## src/hw/cache_pkg.sv

```systemverilog
/*
 * TPU cache shared definitions
 * Word and address widths, request and bank status types
 */
package cache_pkg;

    localparam int DATA_WIDTH = 32;
    localparam int ADDR_WIDTH = 16;

    // Word addresses, one word per line
    typedef logic [DATA_WIDTH-1:0] data_t;
    typedef logic [ADDR_WIDTH-1:0] addr_t;

    // Free-running performance counter
    typedef logic [31:0] count_t;

    typedef enum logic {
        BANK_WEIGHT     = 1'b0,
        BANK_ACTIVATION = 1'b1
    } bank_sel_t;

    // Request as captured by the controller
    typedef struct packed {
        addr_t     addr;
        data_t     wdata;
        logic      write;
        bank_sel_t bank;
    } cache_req_t;

    // Lookup result of one bank for the current request
    typedef struct packed {
        logic  hit;
        data_t hit_data;
        logic  victim_valid;
    } bank_status_t;

endpackage
```

## src/hw/tpu_cache.sv

```systemverilog
/*
 * TPU on-chip cache top level
 * Write-through controller with weight and activation banks
 */
module tpu_cache #(
    parameter int WEIGHT_SETS = 8,
    parameter int ACT_SETS    = 4,
    parameter int WAYS        = 4
) (
    input  logic                 clk,
    input  logic                 rst_n,
    input  cache_pkg::addr_t     cpu_addr,
    input  logic                 cpu_read,
    input  logic                 cpu_write,
    input  cache_pkg::data_t     cpu_wdata,
    input  cache_pkg::bank_sel_t cpu_bank,
    output cache_pkg::data_t     cpu_rdata,
    output logic                 cpu_ready,
    output logic                 cpu_hit,
    output cache_pkg::addr_t     mem_addr,
    output logic                 mem_read,
    output logic                 mem_write,
    output cache_pkg::data_t     mem_wdata,
    input  cache_pkg::data_t     mem_rdata,
    input  logic                 mem_ready,
    input  logic                 cache_invalidate,
    output logic                 cache_ready,
    output cache_pkg::count_t    hit_count,
    output cache_pkg::count_t    miss_count,
    output cache_pkg::count_t    eviction_count
);
    import cache_pkg::*;

    cache_req_t   req;
    bank_status_t weight_status;
    bank_status_t act_status;
    data_t        fill_data;
    logic         weight_touch;
    logic         weight_fill;
    logic         act_touch;
    logic         act_fill;
    logic         invalidate;
    logic         hit_evt;
    logic         miss_evt;
    logic         evict_evt;

    cache_ctrl u_ctrl (
        .clk              (clk),
        .rst_n            (rst_n),
        .cpu_addr         (cpu_addr),
        .cpu_read         (cpu_read),
        .cpu_write        (cpu_write),
        .cpu_wdata        (cpu_wdata),
        .cpu_bank         (cpu_bank),
        .cache_invalidate (cache_invalidate),
        .weight_status    (weight_status),
        .act_status       (act_status),
        .mem_rdata        (mem_rdata),
        .mem_ready        (mem_ready),
        .req              (req),
        .weight_touch     (weight_touch),
        .weight_fill      (weight_fill),
        .act_touch        (act_touch),
        .act_fill         (act_fill),
        .invalidate       (invalidate),
        .fill_data        (fill_data),
        .cpu_rdata        (cpu_rdata),
        .cpu_ready        (cpu_ready),
        .cpu_hit          (cpu_hit),
        .mem_addr         (mem_addr),
        .mem_read         (mem_read),
        .mem_write        (mem_write),
        .mem_wdata        (mem_wdata),
        .cache_ready      (cache_ready),
        .hit_evt          (hit_evt),
        .miss_evt         (miss_evt),
        .evict_evt        (evict_evt)
    );

    cache_bank #(
        .SETS (WEIGHT_SETS),
        .WAYS (WAYS)
    ) u_weight_bank (
        .clk        (clk),
        .rst_n      (rst_n),
        .req        (req),
        .touch      (weight_touch),
        .fill       (weight_fill),
        .invalidate (invalidate),
        .fill_data  (fill_data),
        .status     (weight_status)
    );

    cache_bank #(
        .SETS (ACT_SETS),
        .WAYS (WAYS)
    ) u_act_bank (
        .clk        (clk),
        .rst_n      (rst_n),
        .req        (req),
        .touch      (act_touch),
        .fill       (act_fill),
        .invalidate (invalidate),
        .fill_data  (fill_data),
        .status     (act_status)
    );

    perf_counters u_perf (
        .clk            (clk),
        .rst_n          (rst_n),
        .hit_evt        (hit_evt),
        .miss_evt       (miss_evt),
        .evict_evt      (evict_evt),
        .hit_count      (hit_count),
        .miss_count     (miss_count),
        .eviction_count (eviction_count)
    );

endmodule

```

## src/hw/perf_counters.sv

```systemverilog
/*
 * Cache performance counters
 * Free-running hit, miss and eviction counts
 */
module perf_counters (
    input  logic              clk,
    input  logic              rst_n,
    input  logic              hit_evt,
    input  logic              miss_evt,
    input  logic              evict_evt,
    output cache_pkg::count_t hit_count,
    output cache_pkg::count_t miss_count,
    output cache_pkg::count_t eviction_count
);

    // Counters wrap, only reset clears them
    always_ff @(posedge clk or negedge rst_n) begin
        if (!rst_n) begin
            hit_count      <= '0;
            miss_count     <= '0;
            eviction_count <= '0;
        end else begin
            if (hit_evt) begin
                hit_count <= hit_count + 1'b1;
            end
            if (miss_evt) begin
                miss_count <= miss_count + 1'b1;
            end
            if (evict_evt) begin
                eviction_count <= eviction_count + 1'b1;
            end
        end
    end

endmodule

```

## src/hw/cache_ctrl.sv

```systemverilog
/*
 * Cache controller
 * One request at a time: lookup, memory read/fill, write-through, invalidate
 */
module cache_ctrl (
    input  logic                    clk,
    input  logic                    rst_n,
    input  cache_pkg::addr_t        cpu_addr,
    input  logic                    cpu_read,
    input  logic                    cpu_write,
    input  cache_pkg::data_t        cpu_wdata,
    input  cache_pkg::bank_sel_t    cpu_bank,
    input  logic                    cache_invalidate,
    input  cache_pkg::bank_status_t weight_status,
    input  cache_pkg::bank_status_t act_status,
    input  cache_pkg::data_t        mem_rdata,
    input  logic                    mem_ready,
    output cache_pkg::cache_req_t   req,
    output logic                    weight_touch,
    output logic                    weight_fill,
    output logic                    act_touch,
    output logic                    act_fill,
    output logic                    invalidate,
    output cache_pkg::data_t        fill_data,
    output cache_pkg::data_t        cpu_rdata,
    output logic                    cpu_ready,
    output logic                    cpu_hit,
    output cache_pkg::addr_t        mem_addr,
    output logic                    mem_read,
    output logic                    mem_write,
    output cache_pkg::data_t        mem_wdata,
    output logic                    cache_ready,
    output logic                    hit_evt,
    output logic                    miss_evt,
    output logic                    evict_evt
);
    import cache_pkg::*;

    typedef enum logic [2:0] {
        IDLE,
        LOOKUP,
        MEM_READ,
        FILL,
        MEM_WRITE,
        INVALIDATE
    } state_t;

    state_t       state;
    state_t       next_state;
    bank_status_t sel_status;
    logic         accept;
    logic         hit_q;
    logic         do_touch;
    logic         do_fill;

    // Invalidate wins over a coinciding request
    assign accept     = (state == IDLE) && !cache_invalidate && (cpu_read || cpu_write);
    assign sel_status = (req.bank == BANK_ACTIVATION) ? act_status : weight_status;

    always_ff @(posedge clk or negedge rst_n) begin
        if (!rst_n) begin
            state <= IDLE;
            hit_q <= 1'b0;
        end else begin
            state <= next_state;
            if (state == LOOKUP) begin
                hit_q <= sel_status.hit;
            end
        end
    end

    always_ff @(posedge clk) begin
        if (accept) begin
            req <= '{addr: cpu_addr, wdata: cpu_wdata, write: cpu_write, bank: cpu_bank};
        end
        if (state == MEM_READ && mem_ready) begin
            fill_data <= mem_rdata;
        end
    end

    always_comb begin
        next_state = state;
        case (state)
            IDLE: begin
                if (cache_invalidate) begin
                    next_state = INVALIDATE;
                end else if (accept) begin
                    next_state = LOOKUP;
                end
            end
            LOOKUP: begin
                if (req.write) begin
                    next_state = MEM_WRITE;
                end else if (sel_status.hit) begin
                    next_state = IDLE;
                end else begin
                    next_state = MEM_READ;
                end
            end
            MEM_READ:   next_state = mem_ready ? FILL : MEM_READ;
            // Writes finish through FILL too, without allocating
            MEM_WRITE:  next_state = mem_ready ? FILL : MEM_WRITE;
            FILL:       next_state = IDLE;
            INVALIDATE: next_state = IDLE;
            default:    next_state = IDLE;
        endcase
    end

    assign do_touch = (state == LOOKUP) && sel_status.hit;
    assign do_fill  = (state == FILL) && !req.write;

    assign weight_touch = do_touch && (req.bank == BANK_WEIGHT);
    assign act_touch    = do_touch && (req.bank == BANK_ACTIVATION);
    assign weight_fill  = do_fill && (req.bank == BANK_WEIGHT);
    assign act_fill     = do_fill && (req.bank == BANK_ACTIVATION);
    assign invalidate   = (state == INVALIDATE);

    assign cpu_ready = (do_touch && !req.write) || (state == FILL);
    assign cpu_hit   = (do_touch && !req.write) || ((state == FILL) && hit_q);
    assign cpu_rdata = (state == FILL) ? fill_data : sel_status.hit_data;

    assign mem_addr  = req.addr;
    assign mem_wdata = req.wdata;
    assign mem_read  = (state == MEM_READ);
    assign mem_write = (state == MEM_WRITE);

    assign cache_ready = (state == IDLE);
    assign hit_evt     = do_touch;
    assign miss_evt    = (state == LOOKUP) && !sel_status.hit;
    assign evict_evt   = do_fill && sel_status.victim_valid;

endmodule

```

## src/hw/cache_bank.sv

```systemverilog
/*
 * Set-associative cache bank
 * Tag/valid/data/age storage with hit lookup, LRU victim choice and update
 */
module cache_bank #(
    parameter int SETS = 8,
    parameter int WAYS = 4
) (
    input  logic                    clk,
    input  logic                    rst_n,
    input  cache_pkg::cache_req_t   req,
    input  logic                    touch,
    input  logic                    fill,
    input  logic                    invalidate,
    input  cache_pkg::data_t        fill_data,
    output cache_pkg::bank_status_t status
);
    import cache_pkg::*;

    localparam int SET_SHIFT = $clog2(SETS);
    localparam int IDX_BITS  = (SETS > 1) ? SET_SHIFT : 1;
    localparam int TAG_BITS  = ADDR_WIDTH - SET_SHIFT;
    localparam int WAY_BITS  = (WAYS > 1) ? $clog2(WAYS) : 1;

    typedef logic [IDX_BITS-1:0] idx_t;
    typedef logic [TAG_BITS-1:0] tag_t;
    typedef logic [WAY_BITS-1:0] way_t;
    typedef logic [WAY_BITS-1:0] age_t;

    logic [WAYS-1:0] valid_mem [SETS];
    age_t            age_mem   [SETS][WAYS];
    tag_t            tag_mem   [SETS][WAYS];
    data_t           data_mem  [SETS][WAYS];

    idx_t idx;
    tag_t tag;
    logic hit;
    way_t hit_way;
    way_t victim_way;
    logic found_invalid;
    age_t max_age;
    way_t upd_way;

    // Mask keeps the index at zero for a single-set bank
    assign idx = IDX_BITS'(req.addr) & IDX_BITS'(SETS - 1);
    assign tag = TAG_BITS'(req.addr >> SET_SHIFT);

    // First valid way with a matching tag
    always_comb begin
        hit     = 1'b0;
        hit_way = '0;
        for (int w = 0; w < WAYS; w++) begin
            if (!hit && valid_mem[idx][w] && tag_mem[idx][w] == tag) begin
                hit     = 1'b1;
                hit_way = way_t'(w);
            end
        end
    end

    // Victim: first invalid way, else oldest with lowest way on a tie
    always_comb begin
        victim_way    = '0;
        found_invalid = 1'b0;
        max_age       = '0;
        for (int w = 0; w < WAYS; w++) begin
            if (!found_invalid) begin
                if (!valid_mem[idx][w]) begin
                    victim_way    = way_t'(w);
                    found_invalid = 1'b1;
                end else if (age_mem[idx][w] > max_age) begin
                    victim_way = way_t'(w);
                    max_age    = age_mem[idx][w];
                end
            end
        end
    end

    assign upd_way = fill ? victim_way : hit_way;

    assign status.hit          = hit;
    assign status.hit_data     = data_mem[idx][hit_way];
    assign status.victim_valid = valid_mem[idx][victim_way];

    // Valid bits and LRU ages
    always_ff @(posedge clk or negedge rst_n) begin
        if (!rst_n) begin
            for (int s = 0; s < SETS; s++) begin
                valid_mem[s] <= '0;
                for (int w = 0; w < WAYS; w++) begin
                    age_mem[s][w] <= '0;
                end
            end
        end else if (invalidate) begin
            for (int s = 0; s < SETS; s++) begin
                valid_mem[s] <= '0;
            end
        end else if (touch || fill) begin
            for (int w = 0; w < WAYS; w++) begin
                if (way_t'(w) == upd_way) begin
                    age_mem[idx][w] <= '0;
                end else if (valid_mem[idx][w] && age_mem[idx][w] != '1) begin
                    age_mem[idx][w] <= age_mem[idx][w] + 1'b1;
                end
            end
            if (fill) begin
                valid_mem[idx][victim_way] <= 1'b1;
            end
        end
    end

    // Tag and data storage
    always_ff @(posedge clk) begin
        if (fill) begin
            tag_mem[idx][victim_way]  <= tag;
            data_mem[idx][victim_way] <= fill_data;
        end else if (touch && req.write) begin
            data_mem[idx][hit_way] <= req.wdata;
        end
    end

endmodule

```

## config.mk

```make
export PLATFORM = sky130hd
export DESIGN_NAME = tpu_cache
export DESIGN_NICKNAME = d
export VERILOG_FILES = /design/src/hw/cache_pkg.sv /design/src/hw/tpu_cache.sv /design/src/hw/perf_counters.sv /design/src/hw/cache_ctrl.sv /design/src/hw/cache_bank.sv
export SDC_FILE = /design/constraint.sdc
export NUM_CORES = 2
export LEC_CHECK = 0
export BUFFER_PORTS_ARGS = -buffer_cell sky130_fd_sc_hd__buf_4
export CAP_MARGIN = 20
export CORE_MARGIN = 3
export CORE_UTILIZATION = 30
export CTS_BUF_LIST = sky130_fd_sc_hd__clkbuf_8
export CTS_CLUSTER_DIAMETER = 150
export DETAILED_ROUTE_END_ITERATION = 16
export PLACE_DENSITY_LB_ADDON = 0.1
export SYNTH_ARGS = -nofsm -noshare
export SYNTH_HDL_FRONTEND = slang
export SYNTH_SLANG_ARGS = --single-unit
```

## constraint.sdc

```tcl
create_clock -name clk -period 7.3 [get_ports clk]
set_input_delay 0.73 -clock clk [delete_from_list [all_inputs] [get_ports clk]]
set_output_delay 0.73 -clock clk [all_outputs]
set_load 0.03 [all_outputs]
```

==> summary by stage <==
Yosys
In this run the cell area of the synthesized design comes to slightly above 100000 µm². The share of the Yosys chip area taken by registers is 0.7137. The number of different library cells in the post-synthesis netlist is 94. Counting flops with a built-in enable in the synthesized netlist gives approximately 2300.

Counting instances in the post-synthesis netlist gives the leading cell types as edfxtp_1, mux4_2, mux2_2. The average instance area after synthesis is about 19 µm². The commonest register cell after synthesis is edfxtp_1. edfxtp_1 is the most common cell in the netlist. The synthesis-stage register bit count is 2505. After synthesis, the cell types taking the most area are edfxtp_1, mux4_2, dfrtp_1, mux2_2, mux2i_1. Counting every net in the synthesized netlist gives between 5000 and 6000.

In the synthesized netlist the async set-or-reset flop fraction comes to 0.09741. During synthesis, Yosys emitted a total of 0 warnings. The largest total area in the synthesized netlist belongs to edfxtp_1. Synthesis produced a netlist whose cell count is ~5600. Of the post-synthesis cell area, the dominant cell type holds 0.6542.

Setup path
At the worst endpoint, the arrival time is ~6200 ps. The type of element capturing the critical path is a primary output. The critical path data required time is roughly 6600 ps. Walking the worst path, the cells encountered are buf_4 > mux4_2 > mux2i_1 > xor2_1 > o2111ai_1 > or4b_1 > o211ai_1 > nand3b_1 > buf_12 > nor2_1 > a211oi_1 > o31ai_1 > buf_4 > buf_4. In this design, the largest share of critical-path delay is due to compound AO/OA/AOI/OAI gates. The critical-path cell with the highest stage delay is dfxtp_4. By instance count, the cell type seen most on the critical path is buf_4. The largest fanout on the critical path is 32.

By startpoint and endpoint, the worst setup path is classified as reg2out. The number of buffer and inverter stages on the critical path is 4. The worst setup path is launched from a flop. On the worst path, the slowest cell contributes a delay of 770 ps.

Clock network
The TritonCTS clock tree is done. The clock drives 2505 sinks. The number of buffers added by the clock tree synthesis step is about 450. The number of buffers on the longest clock path is 4. The number of H-tree levels is 5. The register clock-pin slew on the reported worst setup and hold paths is about 60 ps.

At the later pin of the worst-skew pair, clock insertion delay measures about 1100 ps. The cell sitting at the root of the clock tree is a clkbuf_8.

Placed design
After legalization and detailed placement, the total HPWL measured 198300 µm. The number of placed instances, taps included, is 10370. The number of I/O port buffers is 267. The post-place setup slack is ~410 ps.

The congestion estimate from routability-driven global placement came to ~0.76.

Routing
The count of nets left with antenna violations once routing finished came out at 0. The count of routing violations after the opening detailed-route iteration is 3988. The number of design rule violations left after detail routing is 0. In the final routed layout, each cell accounts on average for approximately 29 µm. The detailed-route vias per instance is between 4 and 5. The first detailed-routing pass took 7 iterations. The total via count in the routed design is 55660. For this block, the routed nets add up to around 320000 µm of wire.

Timing
For the pin with the worst max-slew slack, the measured transition is 1089 ps. The smallest clock period supported by the final layout is computed as around 7000 ps. The worst hold slack after final layout is 343.9 ps.

Measured against its own limit, the worst slew margin works out to 0.2737. The final number of setup-violating endpoints is 0. For the final database, setup skew stands at between 100 and 150 ps. The number of hold violations in the final report is 0. Dividing the final minimum period by the clock period gives 0.9553. The maximum achievable frequency is approximately 0.14 GHz. The max-slew violation count was 0. Setup repair after global routing left no endpoint under its margin. Setup slack closes at ~330 ps.

GRT
The number of antenna violations at the first check in global routing is 16. The final global-route overflow total is 0. The via count of the first global-routing pass is approximately 60000. The global-route wire length before repair is around 450000 µm. For met1 alone, demand over resource in global routing was 0.2336. Entering global routing, the biggest net connects 104 pins. For this run, global-route usage on met2 was measured as 0.3094. The busiest layer in global routing is met2. The overall routing resource usage is 0.1789. The fraction of met3 tracks used by global routing is 0.02520.

Floorplan
The placeable core region is about 340000 µm². The number of rows created at floorplan is ~220. The effective utilization at floorplan is 0.3017. The floorplan step defined a die boundary enclosing 352600 µm².

The I/O pin count is around 270. The overall die height is around 600 µm. The die is around 590 µm wide.

Outcome
The flow ran to the end, and the final reports show no timing, DRC or antenna violations.

Layout
From synthesis to final layout, the design area changed by 17.68%. The net total in the final layout is approximately 6500. Counting the fill cells in the layout gives 32360.

The share of cells above drive strength 1 is 0.3162. For this run, the number of standard cells in the final layout without fillers is approximately 11000.

Pwr
The overall power after layout is roughly 35000 µW. The static leakage is slightly above 0.04 µW. In this run the power density over the cells is about 280 nW/µm². The worst-case IR drop observed on VDD is around 0.21 mV.

Worst hold path
The path class of the lowest-slack min-delay path is in2async.

Flow run
Max-cap violations in this run came to 0.
-- metal layers --
layer  up-vias  routed length [µm]
met1     29670              137100
met5         -                  91
met2      1437              161600
met4        14                9148
li1      24020                   -
met3       514               13600
-- placed cells by master (no fill, tap or decap), drive strengths merged, types with 9 or more instances in the layout --
cell / netlist / final
edfxtp: 2258 / 2258
o2bb2ai: 11 / 11
and3: 27 / 27
o31ai: 61 / 61
nand2b: 19 / 19
ha: 28 / 28
clkinvlp: 0 / 12
a22oi: 37 / 37
clkinv: 0 / 169
buf: 202 / 582
nand4: 88 / 88
a211oi: 35 / 35
dlygate4sd3: 0 / 85
nand2: 253 / 253
a22o: 49 / 49
mux2: 351 / 351
mux2i: 188 / 188
o21ai: 88 / 88
nor3: 21 / 21
a21oi: 124 / 124
xnor2: 131 / 131
and2: 31 / 31
or2: 22 / 22
a21o: 17 / 17
xor2: 53 / 53
and4: 9 / 9
dfrtp: 244 / 244
nor2b: 44 / 44
mux4: 533 / 533
nor4: 13 / 13
nor2: 266 / 266
o21a: 9 / 9
nand3: 60 / 60
clkbuf: 153 / 471
or3: 13 / 13
inv: 37 / 180
a31oi: 14 / 14
a2bb2oi: 12 / 12
-- worst register-to-register path: cells and delay by family (launching register included) --
kind                       cells  cell delay [ps]
and+or+nand+nor                7             1840
buffers and inverters          6             1270
DFF                            1              670
AOI/OAI and AO/OA              5              870
muxes                          3              880
adders and majority gates      3              810
-- per-stage QoR --
step	utilization	instance area, µm²	setup TNS (ps)
floorplan	-	103700	-196030
global placement	0.3287	112900	0
detailed placement	0.3288	113000	0
CTS	0.3550	121900	0
global route	0.3551	122000	0
finish	0.3551	122000	0
-- area by class of cell --
class,count,area (µm²),share of cell area
inverter,37,138.9,0.001139
sequential,2505,73980,0.6065
antenna,3,7.507,0.00006155
multi-input combinational,2687,28260,0.2317
timing repair buffer,667,5782,0.04740
clock inverter,332,1625,0.01332
clock buffer,471,6482,0.05314
tap,4557,5702,0.04674
-- kinds of logic (layout without fill, tap and decap cells) --
group	Yosys count	after routing	share of synthesized area
DFF	2505	2505	0.7137
muxes	1072	1072	0.1721
buffers and inverters	392	1507	0.01910
other	0	3	0
AOI/OAI and AO/OA	508	508	0.03388
and+or+nand+nor	895	895	0.04225
xor gates and xnor gates	184	184	0.01562
adders and majority gates	28	28	0.003380
-- repair_timing --
action	4_1_cts	5_1_grt
resized for setup	4	1
cloned	0	0
hold buffers	85	0
setup endpoints to repair	20	8
hold endpoints to repair	181	0
buffers inserted	0	3
pin swaps	0	1
-- flip-flops by register name, summed over array words and instances, names as in the netlist, named ones only --
signal / count
u_act_bank.age_mem: 32
u_act_bank.data_mem: 512
u_act_bank.tag_mem: 224
u_act_bank.valid_mem: 16
u_ctrl.fill_data: 32
u_ctrl.hit_q: 1
u_ctrl.mem_addr: 16
u_ctrl.mem_wdata: 32
u_ctrl.req: 2
u_ctrl.state: 3
u_perf.eviction_count: 32
u_perf.hit_count: 32
u_perf.miss_count: 32
u_weight_bank.age_mem: 64
u_weight_bank.data_mem: 1024
u_weight_bank.tag_mem: 416
u_weight_bank.valid_mem: 32
-- final timing paths --
path	startpoint	to	slack, ps	depth (start not counted)
max	flop	cpu_rdata[31]	330	14
min	rst_n	u_weight_bank.age_mem[51]	340	2
max reg2reg	u_ctrl.mem_addr[1]	u_weight_bank.data_mem[0][77]	510	24
min reg2reg	u_weight_bank.age_mem[13]	u_weight_bank.age_mem[13]	470	1
max in group asynchronous	rst_n	u_weight_bank.valid_mem[14]	5420	3
min in group clk	mem_rdata[20]	u_ctrl.fill_data[20]	360	2
-- power breakdown --
group | switching [µW] | leakage, µW | total, µW | internal (µW)
clock | 5900 | 0.00468 | 12100 | 6210
combinational | 3660 | 0.0129 | 6170 | 2510
sequential | 356 | 0.0237 | 16300 | 16000
total | 9910 | 0.0413 | 34600 | 24700
Power figures use the tool's default switching activity.
